==> src/hdl/cpuIsaPkg.sv <==
// Instruction set definitions for the 16-bit load/store core
// Opcodes, register and word types, branch conditions and flags

package cpuIsaPkg;

  localparam int numRegs   = 16;  // R0 reads as zero
  localparam int bOffWidth = 9;   // B offset field, in halfwords

  typedef logic [15:0] wordT;     // Data or address word
  typedef logic [3:0]  regIdxT;   // Register index

  // Top nibble of every instruction
  typedef enum logic [3:0] {
    ADD    = 4'h0,
    SUB    = 4'h1,
    XOR    = 4'h2,
    RED    = 4'h3,   // Decodes as no-op
    SLL    = 4'h4,
    SRA    = 4'h5,
    ROR    = 4'h6,
    PADDSB = 4'h7,   // Decodes as no-op
    LW     = 4'h8,
    SW     = 4'h9,
    LLB    = 4'hA,
    LHB    = 4'hB,
    B      = 4'hC,
    BR     = 4'hD,
    PCS    = 4'hE,
    HLT    = 4'hF
  } opcodeT;

  // Branch condition, instr[11:9]
  typedef enum logic [2:0] {
    condNe     = 3'b000,  // Z clear
    condEq     = 3'b001,  // Z set
    condGt     = 3'b010,  // Z and N clear
    condLt     = 3'b011,  // N set
    condGe     = 3'b100,
    condLe     = 3'b101,
    condOv     = 3'b110,  // V set
    condAlways = 3'b111
  } condT;

  typedef struct packed {
    logic z;
    logic v;
    logic n;
  } flagsT;

endpackage

==> src/hdl/cpuPipePkg.sv <==
// Pipeline payloads, control word and forwarding selects
// Each stage register carries one of these structs

package cpuPipePkg;
  import cpuIsaPkg::*;

  // Control word from decode, rides along to W
  typedef struct packed {
    logic regWrEn;    // Writes a register in W
    logic memToReg;   // Load, result from data memory
    logic memWr;      // Store
    logic aluSrc;     // ALU B from immediate
    logic dstSel;     // 1 = rd, 0 = rt
    logic branch;     // B or BR
    logic setsFlags;  // Updates the flag register in E
  } ctrlT;

  // Source of an operand after forwarding
  typedef enum logic [1:0] {
    fwdReg = 2'b00,  // Straight from the register read
    fwdE   = 2'b01,  // ALU result in E, D target only
    fwdM   = 2'b10,
    fwdW   = 2'b11
  } fwdSelT;

  typedef struct packed {
    logic valid;
    logic halt;
    wordT instr;
    wordT pcPlus2;
  } ifIdT;

  typedef struct packed {
    logic   valid;
    logic   halt;
    opcodeT opcode;
    ctrlT   ctrl;
    wordT   srcA;     // rs data or PC+2 for PCS
    wordT   srcB;
    regIdxT rd;
    regIdxT rs;
    regIdxT rt;
    wordT   imm;
  } idExT;

  typedef struct packed {
    logic   valid;
    logic   halt;
    ctrlT   ctrl;
    regIdxT dstReg;
    wordT   aluOut;   // Result or data address
    wordT   storeData;
  } exMemT;

  typedef struct packed {
    logic   valid;
    logic   halt;
    logic   regWrEn;
    logic   memToReg;
    regIdxT dstReg;
    wordT   aluOut;
    wordT   loadData;
  } memWbT;

endpackage

==> src/hdl/controlDecode.sv <==
// Decode stage logic: control word, register fields, immediate
// Also resolves B/BR conditions against the flag register
`timescale 1ns/10ps

module controlDecode import cpuIsaPkg::*, cpuPipePkg::*; (
  input  wordT   instr,
  input  flagsT  flags,
  output opcodeT opcode,
  output ctrlT   ctrl,
  output regIdxT rs,
  output regIdxT rt,
  output regIdxT rd,
  output wordT   imm,
  output condT   cond,
  output logic   branchTaken
);

  logic isByteLoad;  // LLB or LHB
  logic condPass;

  assign opcode     = opcodeT'(instr[15:12]);
  assign isByteLoad = (opcode == LLB) || (opcode == LHB);
  assign cond       = condT'(instr[11:9]);

  always_comb begin
    ctrl = '0;  // RED, PADDSB and HLT do nothing
    case (opcode)
      ADD, SUB, XOR: begin
        ctrl.regWrEn   = 1'b1;
        ctrl.dstSel    = 1'b1;
        ctrl.setsFlags = 1'b1;
      end
      SLL, SRA, ROR: begin
        ctrl.regWrEn   = 1'b1;
        ctrl.dstSel    = 1'b1;
        ctrl.aluSrc    = 1'b1;  // Shift amount
        ctrl.setsFlags = 1'b1;
      end
      LW: begin
        ctrl.regWrEn  = 1'b1;
        ctrl.memToReg = 1'b1;
        ctrl.aluSrc   = 1'b1;
      end
      SW:       {ctrl.memWr, ctrl.aluSrc} = 2'b11;
      LLB, LHB: {ctrl.regWrEn, ctrl.aluSrc, ctrl.dstSel} = 3'b111;
      B, BR:    ctrl.branch = 1'b1;
      PCS:      {ctrl.regWrEn, ctrl.dstSel} = 2'b11;
      default:  ;
    endcase
  end

  assign rd = instr[11:8];
  // Byte loads modify rd in place; PCS reads nothing so forwarding stays off
  assign rs = isByteLoad ? instr[11:8] : (opcode == PCS) ? '0 : instr[7:4];
  assign rt = instr[15] ? instr[11:8] : instr[3:0];  // Store data lives in rd slot

  assign imm = isByteLoad ? {{8{instr[7]}}, instr[7:0]} : {12'd0, instr[3:0]};

  always_comb begin
    case (cond)
      condNe:  condPass = ~flags.z;
      condEq:  condPass = flags.z;
      condGt:  condPass = ~flags.z & ~flags.n;
      condLt:  condPass = flags.n;
      condGe:  condPass = flags.z | ~flags.n;  // GT or EQ
      condLe:  condPass = flags.z | flags.n;
      condOv:  condPass = flags.v;
      default: condPass = 1'b1;
    endcase
  end

  assign branchTaken = ctrl.branch & condPass;

endmodule

==> config.mk <==
export PLATFORM = sky130hd
export DESIGN_NAME = controlDecode
export DESIGN_NICKNAME = d
export VERILOG_FILES = /design/src/hdl/cpuIsaPkg.sv /design/src/hdl/cpuPipePkg.sv /design/src/hdl/controlDecode.sv
export SDC_FILE = /design/constraint.sdc
export NUM_CORES = 1
export LEC_CHECK = 0
export BUFFER_PORTS_ARGS = -buffer_cell sky130_fd_sc_hd__buf_4
export CAP_MARGIN = 5
export CORE_MARGIN = 1.5
export CORE_UTILIZATION = 30
export DETAILED_ROUTE_END_ITERATION = 10
export GPL_ROUTABILITY_DRIVEN = 0
export GPL_TIMING_DRIVEN = 0
export PLACE_DENSITY = 0.8
export SYNTH_ARGS = -nofsm -noshare
export SYNTH_HDL_FRONTEND = slang
export SYNTH_SLANG_ARGS = --single-unit
==> constraint.sdc <==
create_clock -name vclk -period 1.5
set_clock_uncertainty 0.2 [all_clocks]
set_input_delay 0.3 -clock vclk [all_inputs]
set_output_delay 0.3 -clock vclk [all_outputs]
set_load 0.05 [all_outputs]
==> results of run 1 <==
## stage by stage
stage | cells | setup TNS (ps) | hold WS [ps]
after CTS | 153 | -988 | 656
after detailed placement | 139 | -3020 | 656
after global placement | 139 | -2730 | 656
after floorplan | 63 | -2160 | 501
## logic make-up after synthesis
logic type,Yosys count
buffers and inverters,26
and+or+nand+nor,21
muxes,4
AOI/OAI and AO/OA,12
## what timing repair did
action | 4_1_cts
pin swaps | 13
gates cloned | 1
hold buffers | 0
endpoints found under the setup margin | 20
gates resized for setup | 66
setup buffers | 13
==> report_table.html, run 1 <==
<table>
<tr><th>Metric</th><th>Value</th></tr>
<tr><th colspan="2">Synthesis</th></tr>
<tr><td>Combined area of all synthesized cells</td><td>477 um2</td></tr>
<tr><td>Cell accounting for the most synthesized area</td><td>buf_4</td></tr>
<tr><td>Parity-gate share of the synthesized area counting xor and xnor cells</td><td>0%</td></tr>
<tr><td>Synth Warn #</td><td>0</td></tr>
<tr><td>Sequential cell area fraction in the yosys report</td><td>0%</td></tr>
<tr><td>Combinational family with the most area after synthesis</td><td>buffers and inverters</td></tr>
<tr><td>Leading cell types by total area after synthesis</td><td>buf_4, a22o_1, mux2_1</td></tr>
<tr><td>Synth Net Count</td><td>82</td></tr>
<tr><td>Mux cell area share after synthesis</td><td>9.45%</td></tr>
<tr><td>Adder-Cell Fraction of Synth Area</td><td>0%</td></tr>
<tr><td>Avg Cell Area, Syn</td><td>7.57 um2</td></tr>
<tr><td>Most frequently used cell type in the post-synthesis netlist</td><td>buf_4</td></tr>
<tr><td>Number of different library cells in the post-synthesis netlist</td><td>25</td></tr>
<tr><td>Most numerous cell types in the synthesized netlist</td><td>buf_4, a22o_1, and2_1, nand2_1</td></tr>
<tr><td>Compound-gate portion of the synthesized area</td><td>between 20% and 30%</td></tr>
<tr><td>Fraction of synthesized cell area taken by the top area cell type</td><td>a little over a third</td></tr>
<tr><td>Post-Synthesis Cells</td><td>63</td></tr>
<tr><td>Synthesized-area fraction occupied by and/or/nand/nor cells</td><td>27.3%</td></tr>
<tr><th colspan="2">Global route</th></tr>
<tr><td>Maximum number of pins on one net before global-route repair</td><td>8</td></tr>
<tr><th colspan="2">Die</th></tr>
<tr><td>Starting density of the core</td><td>32.0%</td></tr>
<tr><td>Rows</td><td>14</td></tr>
<tr><td>Y dimension of the die</td><td>42.9 um</td></tr>
<tr><td>X dimension of the die</td><td>42.9 um</td></tr>
<tr><td>Top-level I/O count</td><td>62</td></tr>
<tr><th colspan="2">Timing</th></tr>
<tr><td>Type of pin the worst path ends at</td><td>top-level output</td></tr>
<tr><td>Endpoint with the least setup slack after the last repair</td><td>branchTaken</td></tr>
<tr><th colspan="2">Outcome</th></tr>
<tr><td>Status</td><td>did not finish</td></tr>
<tr><td>Error that ended the run</td><td>[ERROR DPL-0038] Utilization greater than 100%, impossible to legalize</td></tr>
<tr><td>Exit stage</td><td>5_1_grt</td></tr>
<tr><th colspan="2">Placement</th></tr>
<tr><td>Area post-placement</td><td>0.00105 mm2</td></tr>
<tr><td>Post-Place Setup Slack</td><td>-245 ps</td></tr>
<tr><td>Count of port buffers added during placement</td><td>60</td></tr>
<tr><td>Post-detailed-placement half-perimeter wirelength</td><td>1290 um</td></tr>
</table>
==> inputs of run 2 (changes only) <==
CORE_AREA = 2 2 63 65   (was not set)
CORE_MARGIN = not set   (was 1.5)
CORE_UTILIZATION = not set   (was 30)
DIE_AREA = 0 0 65 67   (was not set)
PLACE_DENSITY = not set   (was 0.8)
PLACE_DENSITY_LB_ADDON = 0.15   (was not set)
clock period = 1.95 ns   (was 1.5 ns; I/O delays follow)
==> report_table.html, run 2 <==
<table>
<tr><th>Metric</th><th>Value</th></tr>
<tr><th colspan="2">Critical path</th></tr>
<tr><td>Library cell contributing the largest single delay on the critical path</td><td>buf_4</td></tr>
<tr><td>Cell type with the highest occurrence count on the critical path</td><td>buf_4</td></tr>
<tr><td>Startpoint type of the worst setup path</td><td>primary input</td></tr>
<tr><td>Delay contributed by the slowest stage of the critical path</td><td>210 ps</td></tr>
<tr><td>Category of the worst setup path capture point</td><td>output port</td></tr>
<tr><td>Data required time at the worst endpoint</td><td>1360 ps</td></tr>
<tr><td>Maximum fanout encountered on the critical timing path</td><td>10</td></tr>
<tr><td>Worst endpoint data arrival time</td><td>1270 ps</td></tr>
<tr><td>Type of the setup path with the least slack</td><td>primary input to output port</td></tr>
<tr><td>CP Cell Sequence</td><td>buf_4 &gt; and2b_1 &gt; o21ai_1 &gt; a32oi_1 &gt; nor3_2 &gt; buf_4</td></tr>
<tr><th colspan="2">Synthesis</th></tr>
<tr><td>Most frequently used cell type in the post-synthesis netlist</td><td>buf_4</td></tr>
<tr><td>Synth Warn #</td><td>0 (unchanged)</td></tr>
<tr><td>Most numerous cell types in the synthesized netlist</td><td>buf_4, a22o_1, and2_1, nand2_1</td></tr>
<tr><td>Sequential cell area fraction in the yosys report</td><td>0% (unchanged)</td></tr>
<tr><td>Synth Net Count</td><td>82 (unchanged)</td></tr>
<tr><td>Cell accounting for the most synthesized area</td><td>buf_4</td></tr>
<tr><td>Post-Synthesis Cells</td><td>63 (unchanged)</td></tr>
<tr><td>Leading cell types by total area after synthesis</td><td>buf_4, a22o_1, mux2_1</td></tr>
<tr><td>Number of different library cells in the post-synthesis netlist</td><td>25 (unchanged)</td></tr>
<tr><td>Fraction of synthesized cell area taken by the top area cell type</td><td>36.2% (unchanged)</td></tr>
<tr><td>Combined area of all synthesized cells</td><td>477 um2 (unchanged)</td></tr>
<tr><td>Avg Cell Area, Syn</td><td>7.57 um2 (unchanged)</td></tr>
<tr><th colspan="2">Hold path</th></tr>
<tr><td>Kind of path behind the tightest hold check</td><td>primary input to output port</td></tr>
<tr><td>Startpoint of the lowest-slack hold path</td><td>instr[15]</td></tr>
<tr><td>WHS Endpoint</td><td>opcode[3]</td></tr>
<tr><td>Worst hold path stage count</td><td>2</td></tr>
<tr><th colspan="2">Final layout</th></tr>
<tr><td>Post-layout utilization of the core</td><td>roughly 29%</td></tr>
<tr><td>Most common cell after layout, fill and taps aside</td><td>buf_4</td></tr>
<tr><td>Growth of design area from synthesis to finish</td><td>116%</td></tr>
<tr><td>Total area of sequential cells</td><td>0 um2</td></tr>
<tr><td>Ratio of cells with drive above 1 in the final layout</td><td>78.4%</td></tr>
<tr><td>Number of flip-flops and latches</td><td>0</td></tr>
<tr><td># nets final</td><td>146</td></tr>
<tr><td>Commonest cells after routing, fill and taps aside</td><td>buf_4, a22o_1, nand2_1</td></tr>
<tr><td># clk buffers</td><td>0</td></tr>
<tr><td>Number of inserted diodes</td><td>0</td></tr>
<tr><th colspan="2">Timing</th></tr>
<tr><td>Final worst-path cycle share</td><td>a little over nine tenths</td></tr>
<tr><td>RSZ-0062 raised after global routing</td><td>no</td></tr>
<tr><td>Min Hold Slack</td><td>834 ps</td></tr>
<tr><td>Normalized max-slew margin</td><td>between 80% and 90%</td></tr>
<tr><td>Worst slew pin tran</td><td>207 ps</td></tr>
<tr><td>Final worst path period need</td><td>1860 ps</td></tr>
<tr><td>Final hold violation count</td><td>0</td></tr>
<tr><td>Count of pins over their slew limit</td><td>0</td></tr>
<tr><td>Highest Clock Rate</td><td>approximately 540 MHz</td></tr>
<tr><td>Setup violation total in the final timing report</td><td>0</td></tr>
<tr><th colspan="2">Power</th></tr>
<tr><td>Total power draw</td><td>364 uW</td></tr>
<tr><td>Internal power of the cells</td><td>135 uW</td></tr>
<tr><td>Switching power</td><td>229 uW</td></tr>
<tr><td>Peak supply drop</td><td>0.0800 mV</td></tr>
<tr><td>Switching part of the total</td><td>62.9%</td></tr>
<tr><td>Lkg Pwr</td><td>0.556 nW</td></tr>
<tr><td>Part of the total power dissipated in the clock network</td><td>0%</td></tr>
<tr><td>Sequential power share</td><td>0%</td></tr>
<tr><td>Combinational power share</td><td>100.0%</td></tr>
<tr><td>Power per cell area</td><td>353 mW/mm2</td></tr>
<tr><th colspan="2">Routing</th></tr>
<tr><td>First drt pass iteration count</td><td>2</td></tr>
<tr><td># DRC</td><td>0</td></tr>
<tr><td>Antenna-violating nets left</td><td>0</td></tr>
<tr><td>Final routed wirelength across all metal layers</td><td>1660 um</td></tr>
<tr><td>Detailed router's first-iteration violation count</td><td>9</td></tr>
<tr><td>Routed wire per std cell</td><td>9.59 um</td></tr>
<tr><td>Via count</td><td>roughly 630</td></tr>
<tr><td>Vias per Instance</td><td>between 3 and 4</td></tr>
<tr><th colspan="2">Die</th></tr>
<tr><td>Top-level I/O count</td><td>62 (unchanged)</td></tr>
<tr><td>Starting density of the core</td><td>13.2% (-19 points)</td></tr>
<tr><td>Y dimension of the die</td><td>67 um (+56%)</td></tr>
<tr><td>Core ar.</td><td>0.00361 mm2</td></tr>
<tr><td>Rows</td><td>22 (+8)</td></tr>
<tr><td>Area of the die</td><td>0.00436 mm2</td></tr>
<tr><td>X dimension of the die</td><td>65 um (+52%)</td></tr>
<tr><th colspan="2">Placement</th></tr>
<tr><td>Count of port buffers added during placement</td><td>60 (unchanged)</td></tr>
<tr><td>Post-detailed-placement half-perimeter wirelength</td><td>1420 um (+10%)</td></tr>
<tr><th colspan="2">Global route</th></tr>
<tr><td>Wire length of the first global-routing pass</td><td>2510 um</td></tr>
<tr><td>Initial antenna violation count</td><td>0</td></tr>
<tr><td>GRT Util Overall</td><td>6.82%</td></tr>
<tr><td>Vias in the first global route</td><td>just under 600</td></tr>
<tr><td>Residual overflow from global routing</td><td>0</td></tr>
<tr><td>Maximum number of pins on one net before global-route repair</td><td>11</td></tr>
<tr><th colspan="2">Job</th></tr>
<tr><td>Maximum capacitance violations</td><td>0</td></tr>
<tr><th colspan="2">Clock network</th></tr>
<tr><td>Number of hold buffers added after CTS</td><td>0 (unchanged)</td></tr>
<tr><th colspan="2">Outcome</th></tr>
<tr><td>Status</td><td>complete, no violations</td></tr>
</table>
run 2: cell families (layout without fill, tap and decap cells):
| logic type | after synthesis | count (layout) | share of synthesized area (%) |
|---|---|---|---|
| AOI/OAI and AO/OA | 12 | 12 | 21.5 |
| buffers and inverters | 26 | 88 | 41.7 |
| muxes | 4 | 4 | 9.45 |
| and+or+nand+nor | 21 | 21 | 27.3 |
run 2: cell type report:
class	instances	area, um2
repair buffers	62	465
plain buffers	25	195
multi-input cells	37	305
inverters	1	3.75
well taps	48	60.1
fillers	413	2580
run 2: layer usage:
layer	up-vias	share of wire (%)	GRT usage (%)
met4	0	0	0
met5	-	0	0
met2	40	46	12.8
met3	0	12	0.845
li1	318	-	-
met1	275	42	8.80
run 2: power groups by stage:
stage | sequential, mW | clock [mW] | combinational, mW
5_1_grt | 0 | 0 | 0.381
3_5_place_dp | 0 | 0 | 0.365
3_3_place_gp | 0 | 0 | 0.364
2_1_floorplan | 0 | 0 | 0.248
4_1_cts | 0 | 0 | 0.366
6_report | 0 | 0 | 0.364
run 2: through the flow:
stage          setup WS (ps)  std cells  setup TNS [ps]  cell area (um2)
5_1_grt                 8.85        173               0             1030
6_report                87.0        173               0             1030
3_3_place_gp            52.5        171               0             1010
3_5_place_dp            42.6        171               0             1010
2_1_floorplan           -143         63            -168              504
4_1_cts                 39.5        171               0             1010
run 2: what timing repair did:
| item | CTS | global route |
|---|---|---|
| setup endpoints to repair | 0 | 8 |
| buffers inserted | 0 | 2 |
| hold endpoints to repair | 0 | 0 |
| resized for setup | 0 | 0 |
run 2: how the worst max path moves through the flow:
| stage | startpoint | end | cells after the start | slack [ps] |
|---|---|---|---|---|
| global placement | instr[15] | imm[11] | 6 | 50 |
| floorplan | instr[13] | ctrl[3] | 4 | -140 |
| detailed placement | instr[15] | imm[12] | 6 | 40 |
| finish | instr[11] | branchTaken | 6 | 90 |
| CTS | instr[15] | imm[12] | 6 | 40 |
| global route | instr[11] | branchTaken | 6 | 9 |
run 2: worst max-delay path: cells and delay by family:
| family | cells | cell delay (ps) |
|---|---|---|
| buffers and inverters | 2 | 360 |
| AND/OR/NAND/NOR | 2 | 270 |
| AO/OA/AOI/OAI | 2 | 250 |
(Power assumes the default switching activity.)
==> inputs of run 3 (changes only) <==
clock period = 1.65 ns   (was 1.95 ns; I/O delays follow)
==> report_table.html, run 3 (synthesis results as in run 2) <==
<table>
<tr><th>Metric</th><th>Value</th></tr>
<tr><th colspan="2">Outcome</th></tr>
<tr><td>Status</td><td>complete, but fails checks</td></tr>
<tr><td>Violated checks</td><td>setup timing</td></tr>
<tr><th colspan="2">Critical path</th></tr>
<tr><td>Data required time at the worst endpoint</td><td>1120 ps (-240 ps)</td></tr>
<tr><td>Type of the setup path with the least slack</td><td>primary input to output port</td></tr>
<tr><td>Startpoint type of the worst setup path</td><td>primary input</td></tr>
<tr><td>Delay contributed by the slowest stage of the critical path</td><td>180 ps (-30 ps)</td></tr>
<tr><td>Last element of the critical path</td><td>branchTaken</td></tr>
<tr><td>Category of the worst setup path capture point</td><td>output port</td></tr>
<tr><td>CP Cell Sequence</td><td>buf_12 &gt; and2b_1 &gt; o21ai_2 &gt; a32oi_2 &gt; nor3_4 &gt; buf_6</td></tr>
<tr><td>Library cell contributing the largest single delay on the critical path</td><td>buf_6</td></tr>
<tr><td>First element of the critical path</td><td>instr[11]</td></tr>
<tr><td>Worst endpoint data arrival time</td><td>1170 ps (-100 ps)</td></tr>
<tr><td>Maximum fanout encountered on the critical timing path</td><td>7 (-3)</td></tr>
<tr><th colspan="2">Final layout</th></tr>
<tr><td>Number of flip-flops and latches</td><td>0 (unchanged)</td></tr>
<tr><td>Growth of design area from synthesis to finish</td><td>188%</td></tr>
<tr><td>Commonest cells after routing, fill and taps aside</td><td>buf_4, buf_6, buf_8</td></tr>
<tr><td>Post-layout utilization of the core</td><td>38.1% (+9.5 points)</td></tr>
<tr><td># clk buffers</td><td>0 (unchanged)</td></tr>
<tr><td># nets final</td><td>155 (+6.2%)</td></tr>
<tr><td>Ratio of cells with drive above 1 in the final layout</td><td>85.8% (+7.4 points)</td></tr>
<tr><td>Number of inserted diodes</td><td>0 (unchanged)</td></tr>
<tr><td>Total area of sequential cells</td><td>0 um2 (unchanged)</td></tr>
<tr><td>Filler-free cell count of the finished design</td><td>182 (+5.2%)</td></tr>
<tr><td>Filler cell count in the final layout</td><td>369 (-11%)</td></tr>
<tr><td>Most common cell after layout, fill and taps aside</td><td>buf_4</td></tr>
<tr><th colspan="2">Die</th></tr>
<tr><td>Area of the die</td><td>0.00436 mm2 (unchanged)</td></tr>
<tr><td>Y dimension of the die</td><td>67 um (unchanged)</td></tr>
<tr><td>Top-level I/O count</td><td>62 (unchanged)</td></tr>
<tr><td>X dimension of the die</td><td>65 um (unchanged)</td></tr>
<tr><td>Core ar.</td><td>0.00361 mm2 (unchanged)</td></tr>
<tr><td>Rows</td><td>22 (unchanged)</td></tr>
<tr><td>Starting density of the core</td><td>13.2% (unchanged)</td></tr>
<tr><th colspan="2">Timing</th></tr>
<tr><td>RSZ-0062 raised after global routing</td><td>yes</td></tr>
<tr><td>Final worst path period need</td><td>1700 ps</td></tr>
<tr><td>Final hold violation count</td><td>0 (unchanged)</td></tr>
<tr><td>Count of pins over their slew limit</td><td>0 (unchanged)</td></tr>
<tr><td>Worst slew pin tran</td><td>213 ps (+6.86 ps)</td></tr>
<tr><td>Min Hold Slack</td><td>715 ps (-119 ps)</td></tr>
<tr><td>Setup violation total in the final timing report</td><td>10 (+10)</td></tr>
<tr><td>Normalized max-slew margin</td><td>85.8% (-0.46 points)</td></tr>
<tr><td>Final setup slack of the worst path</td><td>-52.2 ps (-139 ps)</td></tr>
<tr><td>Total Neg Setup Slack</td><td>-245 ps (-245 ps)</td></tr>
<tr><td>Highest Clock Rate</td><td>587 MHz</td></tr>
<tr><td>Final worst-path cycle share</td><td>103%</td></tr>
<tr><th colspan="2">Routing</th></tr>
<tr><td>Via count</td><td>687 (+8.5%)</td></tr>
<tr><td>Detailed router's first-iteration violation count</td><td>16 (+7)</td></tr>
<tr><td># DRC</td><td>0 (unchanged)</td></tr>
<tr><td>Routed wire per std cell</td><td>11.1 um (+16%)</td></tr>
<tr><td>First drt pass iteration count</td><td>4 (+2)</td></tr>
<tr><td>Final routed wirelength across all metal layers</td><td>2020 um (+22%)</td></tr>
<tr><td>Vias per Instance</td><td>3.77 (+3.2%)</td></tr>
<tr><td>Antenna-violating nets left</td><td>0 (unchanged)</td></tr>
<tr><th colspan="2">Job</th></tr>
<tr><td>Maximum capacitance violations</td><td>0 (unchanged)</td></tr>
<tr><th colspan="2">Power</th></tr>
<tr><td>Peak supply drop</td><td>0.178 mV (+120%)</td></tr>
<tr><td>Lkg Pwr</td><td>0.678 nW (+22%)</td></tr>
<tr><td>Power per cell area</td><td>375 mW/mm2 (+6.2%)</td></tr>
<tr><th colspan="2">Global route</th></tr>
<tr><td>Wire length of the first global-routing pass</td><td>2870 um (+14%)</td></tr>
<tr><td>GRT Util Overall</td><td>8.10% (+1.3 points)</td></tr>
<tr><td>Initial antenna violation count</td><td>0 (unchanged)</td></tr>
<tr><td>Maximum number of pins on one net before global-route repair</td><td>8 (-3)</td></tr>
<tr><td>Vias in the first global route</td><td>619 (+7.1%)</td></tr>
<tr><td>Residual overflow from global routing</td><td>0 (unchanged)</td></tr>
<tr><th colspan="2">Placement</th></tr>
<tr><td>Cells after DPL</td><td>171 (unchanged)</td></tr>
<tr><td>Count of port buffers added during placement</td><td>60 (unchanged)</td></tr>
<tr><td>Post-detailed-placement half-perimeter wirelength</td><td>1440 um (+1.5%)</td></tr>
<tr><th colspan="2">Hold path</th></tr>
<tr><td>Kind of path behind the tightest hold check</td><td>primary input to output port</td></tr>
<tr><th colspan="2">Clock network</th></tr>
<tr><td>Number of hold buffers added after CTS</td><td>0 (unchanged)</td></tr>
</table>
[run 3: worst min-delay path by stage]
stage / from / endpoint / slack [ps] / cells past startpoint
4_1_cts: instr[15] / opcode[3] / 720 / 2
2_1_floorplan: instr[12] / ctrl[5] / 560 / 1
3_3_place_gp: instr[15] / opcode[3] / 720 / 2
3_5_place_dp: instr[13] / opcode[1] / 720 / 2
5_1_grt: instr[15] / opcode[3] / 720 / 2
6_report: instr[15] / opcode[3] / 710 / 2
[run 3: stage by stage]
step                power [mW]  cell area [um2]  worst slack (ps)
floorplan                0.309              571              -116
global placement         0.447             1080              -170
detailed placement       0.448             1080              -189
CTS                      0.483             1230             -66.1
global route             0.538             1370              -124
finish                   0.516             1370             -52.2
[run 3: timing repair]
action | 4_1_cts | 5_1_grt
cloned | 1 | 0
pin swaps | 6 | 8
setup buffers | 7 | 3
endpoints found under the setup margin | 15 | 18
resized for setup | 23 | 30
[run 3: area by class of cell]
class / count / area, um2 / area share (%)
Buffer: 25 / 254 / 18.5
Inverter: 1 / 3.75 / 0.273
Multi-Input combinational cell: 38 / 383 / 27.9
Tap cell: 48 / 60.1 / 4.37
Timing Repair Buffer: 70 / 673 / 49.0
[run 3: metal layers]
metal  wire (um)  GRT usage [%]  vias to the layer above
met2        1060           15.7                       39
met4           0              0                        0
met5           0              0                        -
met1         774           9.92                      313
met3         184           1.18                        0
li1            -              -                      335
[run 3: worst max-delay path, delay by kind of cell]
| kind | cells | cell delay [ps] |
|---|---|---|
| buffers and inverters | 2 | 290 |
| AND/OR/NAND/NOR | 2 | 290 |
| AO/OA/AOI/OAI | 2 | 270 |
[run 3: power by group]
group | total, mW | internal (mW) | switching, mW
combinational | 0.516 | 0.220 | 0.296
sequential | 0 | 0 | 0
clock | 0 | 0 | 0
==> inputs of run 4 (changes only) <==
clock period = 1.7 ns   (was 1.65 ns; I/O delays follow)
==> report_table.html, run 4 (synthesis results as in run 2) <==
<table>
<tr><th>Metric</th><th>Value</th></tr>
<tr><th colspan="2">Die</th></tr>
<tr><td>Core ar.</td><td>0.00361 mm2 (unchanged)</td></tr>
<tr><td>Top-level I/O count</td><td>62 (unchanged)</td></tr>
<tr><td>Starting density of the core</td><td>13.2% (unchanged)</td></tr>
<tr><td>Area of the die</td><td>0.00436 mm2 (unchanged)</td></tr>
<tr><td>Rows</td><td>22 (unchanged)</td></tr>
<tr><td>Y dimension of the die</td><td>67 um (unchanged)</td></tr>
<tr><td>X dimension of the die</td><td>65 um (unchanged)</td></tr>
<tr><th colspan="2">Timing</th></tr>
<tr><td>Final hold violation count</td><td>0 (unchanged)</td></tr>
<tr><td>Worst slew pin tran</td><td>217 ps (+3.50 ps)</td></tr>
<tr><td>Count of pins over their slew limit</td><td>0 (unchanged)</td></tr>
<tr><td>Highest Clock Rate</td><td>580 MHz</td></tr>
<tr><td>Normalized max-slew margin</td><td>85.5% (-0.23 points)</td></tr>
<tr><td>Min Hold Slack</td><td>734 ps (+19.2 ps)</td></tr>
<tr><td>Final worst path period need</td><td>1720 ps</td></tr>
<tr><td>Final worst-path cycle share</td><td>101%</td></tr>
<tr><td>Final setup slack of the worst path</td><td>-24.5 ps (+27.7 ps)</td></tr>
<tr><td>RSZ-0062 raised after global routing</td><td>yes</td></tr>
<tr><td>Setup violation total in the final timing report</td><td>1 (-9)</td></tr>
<tr><th colspan="2">Final layout</th></tr>
<tr><td># clk buffers</td><td>0 (unchanged)</td></tr>
<tr><td>Most common cell after layout, fill and taps aside</td><td>buf_4</td></tr>
<tr><td>Ratio of cells with drive above 1 in the final layout</td><td>80.6% (-5.2 points)</td></tr>
<tr><td>Number of inserted diodes</td><td>0 (unchanged)</td></tr>
<tr><td>Commonest cells after routing, fill and taps aside</td><td>buf_4, buf_8, buf_6</td></tr>
<tr><td>Growth of design area from synthesis to finish</td><td>157%</td></tr>
<tr><td>Filler-free cell count of the finished design</td><td>177 (-2.7%)</td></tr>
<tr><td>Filler cell count in the final layout</td><td>385 (+4.3%)</td></tr>
<tr><td>Number of flip-flops and latches</td><td>0 (unchanged)</td></tr>
<tr><td># nets final</td><td>150 (-3.2%)</td></tr>
<tr><td>Total area of sequential cells</td><td>0 um2 (unchanged)</td></tr>
<tr><th colspan="2">Hold path</th></tr>
<tr><td>Kind of path behind the tightest hold check</td><td>primary input to output port</td></tr>
<tr><th colspan="2">Outcome</th></tr>
<tr><td>Status</td><td>complete, but fails checks</td></tr>
<tr><td>Violated checks</td><td>setup timing</td></tr>
<tr><th colspan="2">Global route</th></tr>
<tr><td>Initial antenna violation count</td><td>0 (unchanged)</td></tr>
<tr><td>Vias in the first global route</td><td>562 (-9.2%)</td></tr>
<tr><td>Maximum number of pins on one net before global-route repair</td><td>10 (+2)</td></tr>
<tr><td>Wire length of the first global-routing pass</td><td>2700 um (-6.0%)</td></tr>
<tr><td>GRT Util Overall</td><td>7.56% (-0.54 points)</td></tr>
<tr><td>Residual overflow from global routing</td><td>0 (unchanged)</td></tr>
<tr><th colspan="2">Critical path</th></tr>
<tr><td>Type of the setup path with the least slack</td><td>primary input to output port</td></tr>
<tr><td>Maximum fanout encountered on the critical timing path</td><td>4 (-3)</td></tr>
<tr><td>Worst endpoint data arrival time</td><td>1180 ps (about the same)</td></tr>
<tr><td>Data required time at the worst endpoint</td><td>1160 ps (+40 ps)</td></tr>
<tr><td>Category of the worst setup path capture point</td><td>output port</td></tr>
<tr><td>Startpoint type of the worst setup path</td><td>primary input</td></tr>
<tr><th colspan="2">Job</th></tr>
<tr><td>Maximum capacitance violations</td><td>0 (unchanged)</td></tr>
<tr><th colspan="2">Routing</th></tr>
<tr><td>Routed wire per std cell</td><td>10.4 um (-6.5%)</td></tr>
<tr><td>Vias per Instance</td><td>3.65 (-3.3%)</td></tr>
<tr><td>Detailed router's first-iteration violation count</td><td>6 (-10)</td></tr>
<tr><td>Final routed wirelength across all metal layers</td><td>1840 um (-9.1%)</td></tr>
<tr><td>First drt pass iteration count</td><td>2 (-2)</td></tr>
<tr><td>Antenna-violating nets left</td><td>0 (unchanged)</td></tr>
<tr><td>Via count</td><td>646 (-6.0%)</td></tr>
<tr><td># DRC</td><td>0 (unchanged)</td></tr>
<tr><th colspan="2">Power</th></tr>
<tr><td>Power per cell area</td><td>374 mW/mm2 (-0.36%)</td></tr>
<tr><td>Peak supply drop</td><td>0.132 mV (-26%)</td></tr>
<tr><td>Lkg Pwr</td><td>0.624 nW (-8.0%)</td></tr>
<tr><th colspan="2">Placement</th></tr>
<tr><td>Post-Place Setup Slack</td><td>-182 ps (+7.01 ps)</td></tr>
<tr><td>Count of port buffers added during placement</td><td>60 (unchanged)</td></tr>
<tr><td>Post-detailed-placement half-perimeter wirelength</td><td>1460 um (+1.8%)</td></tr>
<tr><td>Cells after DPL</td><td>171 (unchanged)</td></tr>
</table>
-- run 4: cell count changes in the layout (fill, tap and decap cells not counted), moves of 2 or more --
cell,change
buf_8,-2
nor2b_1,+2
buf_6,-10
nor2b_4,-2
buf_4,+7
-- run 4: path summary, 6_finish.rpt --
kind / startpoint / endpoint / slack (ps) / depth (start not counted)
min: instr[15] / opcode[3] / 730 / 2
max: instr[11] / branchTaken / -20 / 6
-- run 4: layout make-up --
type	instances	area, um2	area share (%)
multi-input combinational	38	325	26.5
inverter	1	3.75	0.306
buffer	25	260	21.2
tap	48	60.1	4.90
timing repair buffer	65	577	47.0
-- run 4: through the flow --
| step | power [mW] | setup TNS (ps) | cell area, um2 | util (%) |
|---|---|---|---|---|
| 2_1_floorplan | 0.294 | -1140 | 564 | - |
| 3_3_place_gp | 0.427 | -1630 | 1070 | 29.8 |
| 3_5_place_dp | 0.428 | -1680 | 1070 | 29.8 |
| 4_1_cts | 0.454 | -16.3 | 1190 | 33.0 |
| 5_1_grt | 0.480 | -206 | 1230 | 34.0 |
| 6_report | 0.459 | -24.5 | 1230 | 34.0 |
-- run 4: timing repair --
item,CTS,global route
hold buffers,0,0
resized for setup,15,9
endpoints found under the setup margin,11,15
endpoints found under the hold margin,0,0
gates cloned,1,0
pin swaps,2,1
buffers inserted,5,0
-- run 4: metal layers --
layer / track usage [%] / part of all wire, % / up-vias
met1: 9.90 / 41 / 282
met5: 0 / 0 / -
met3: 1.35 / 10 / 0
met2: 13.7 / 48 / 37
met4: 0 / 0 / 0
li1: - / - / 327
-- run 4: worst max-delay path, stage by stage --
cell     delay (ps)
buf_12          100
and2b_1         150
o21ai_2         130
a32oi_1         120
nor3_2          150
buf_6           180
-- run 4: power by group --
part	internal, mW	switching, mW	total [mW]
clock	0	0	0
combinational	0.186	0.272	0.459
sequential	0	0	0
total	0.186	0.272	0.459
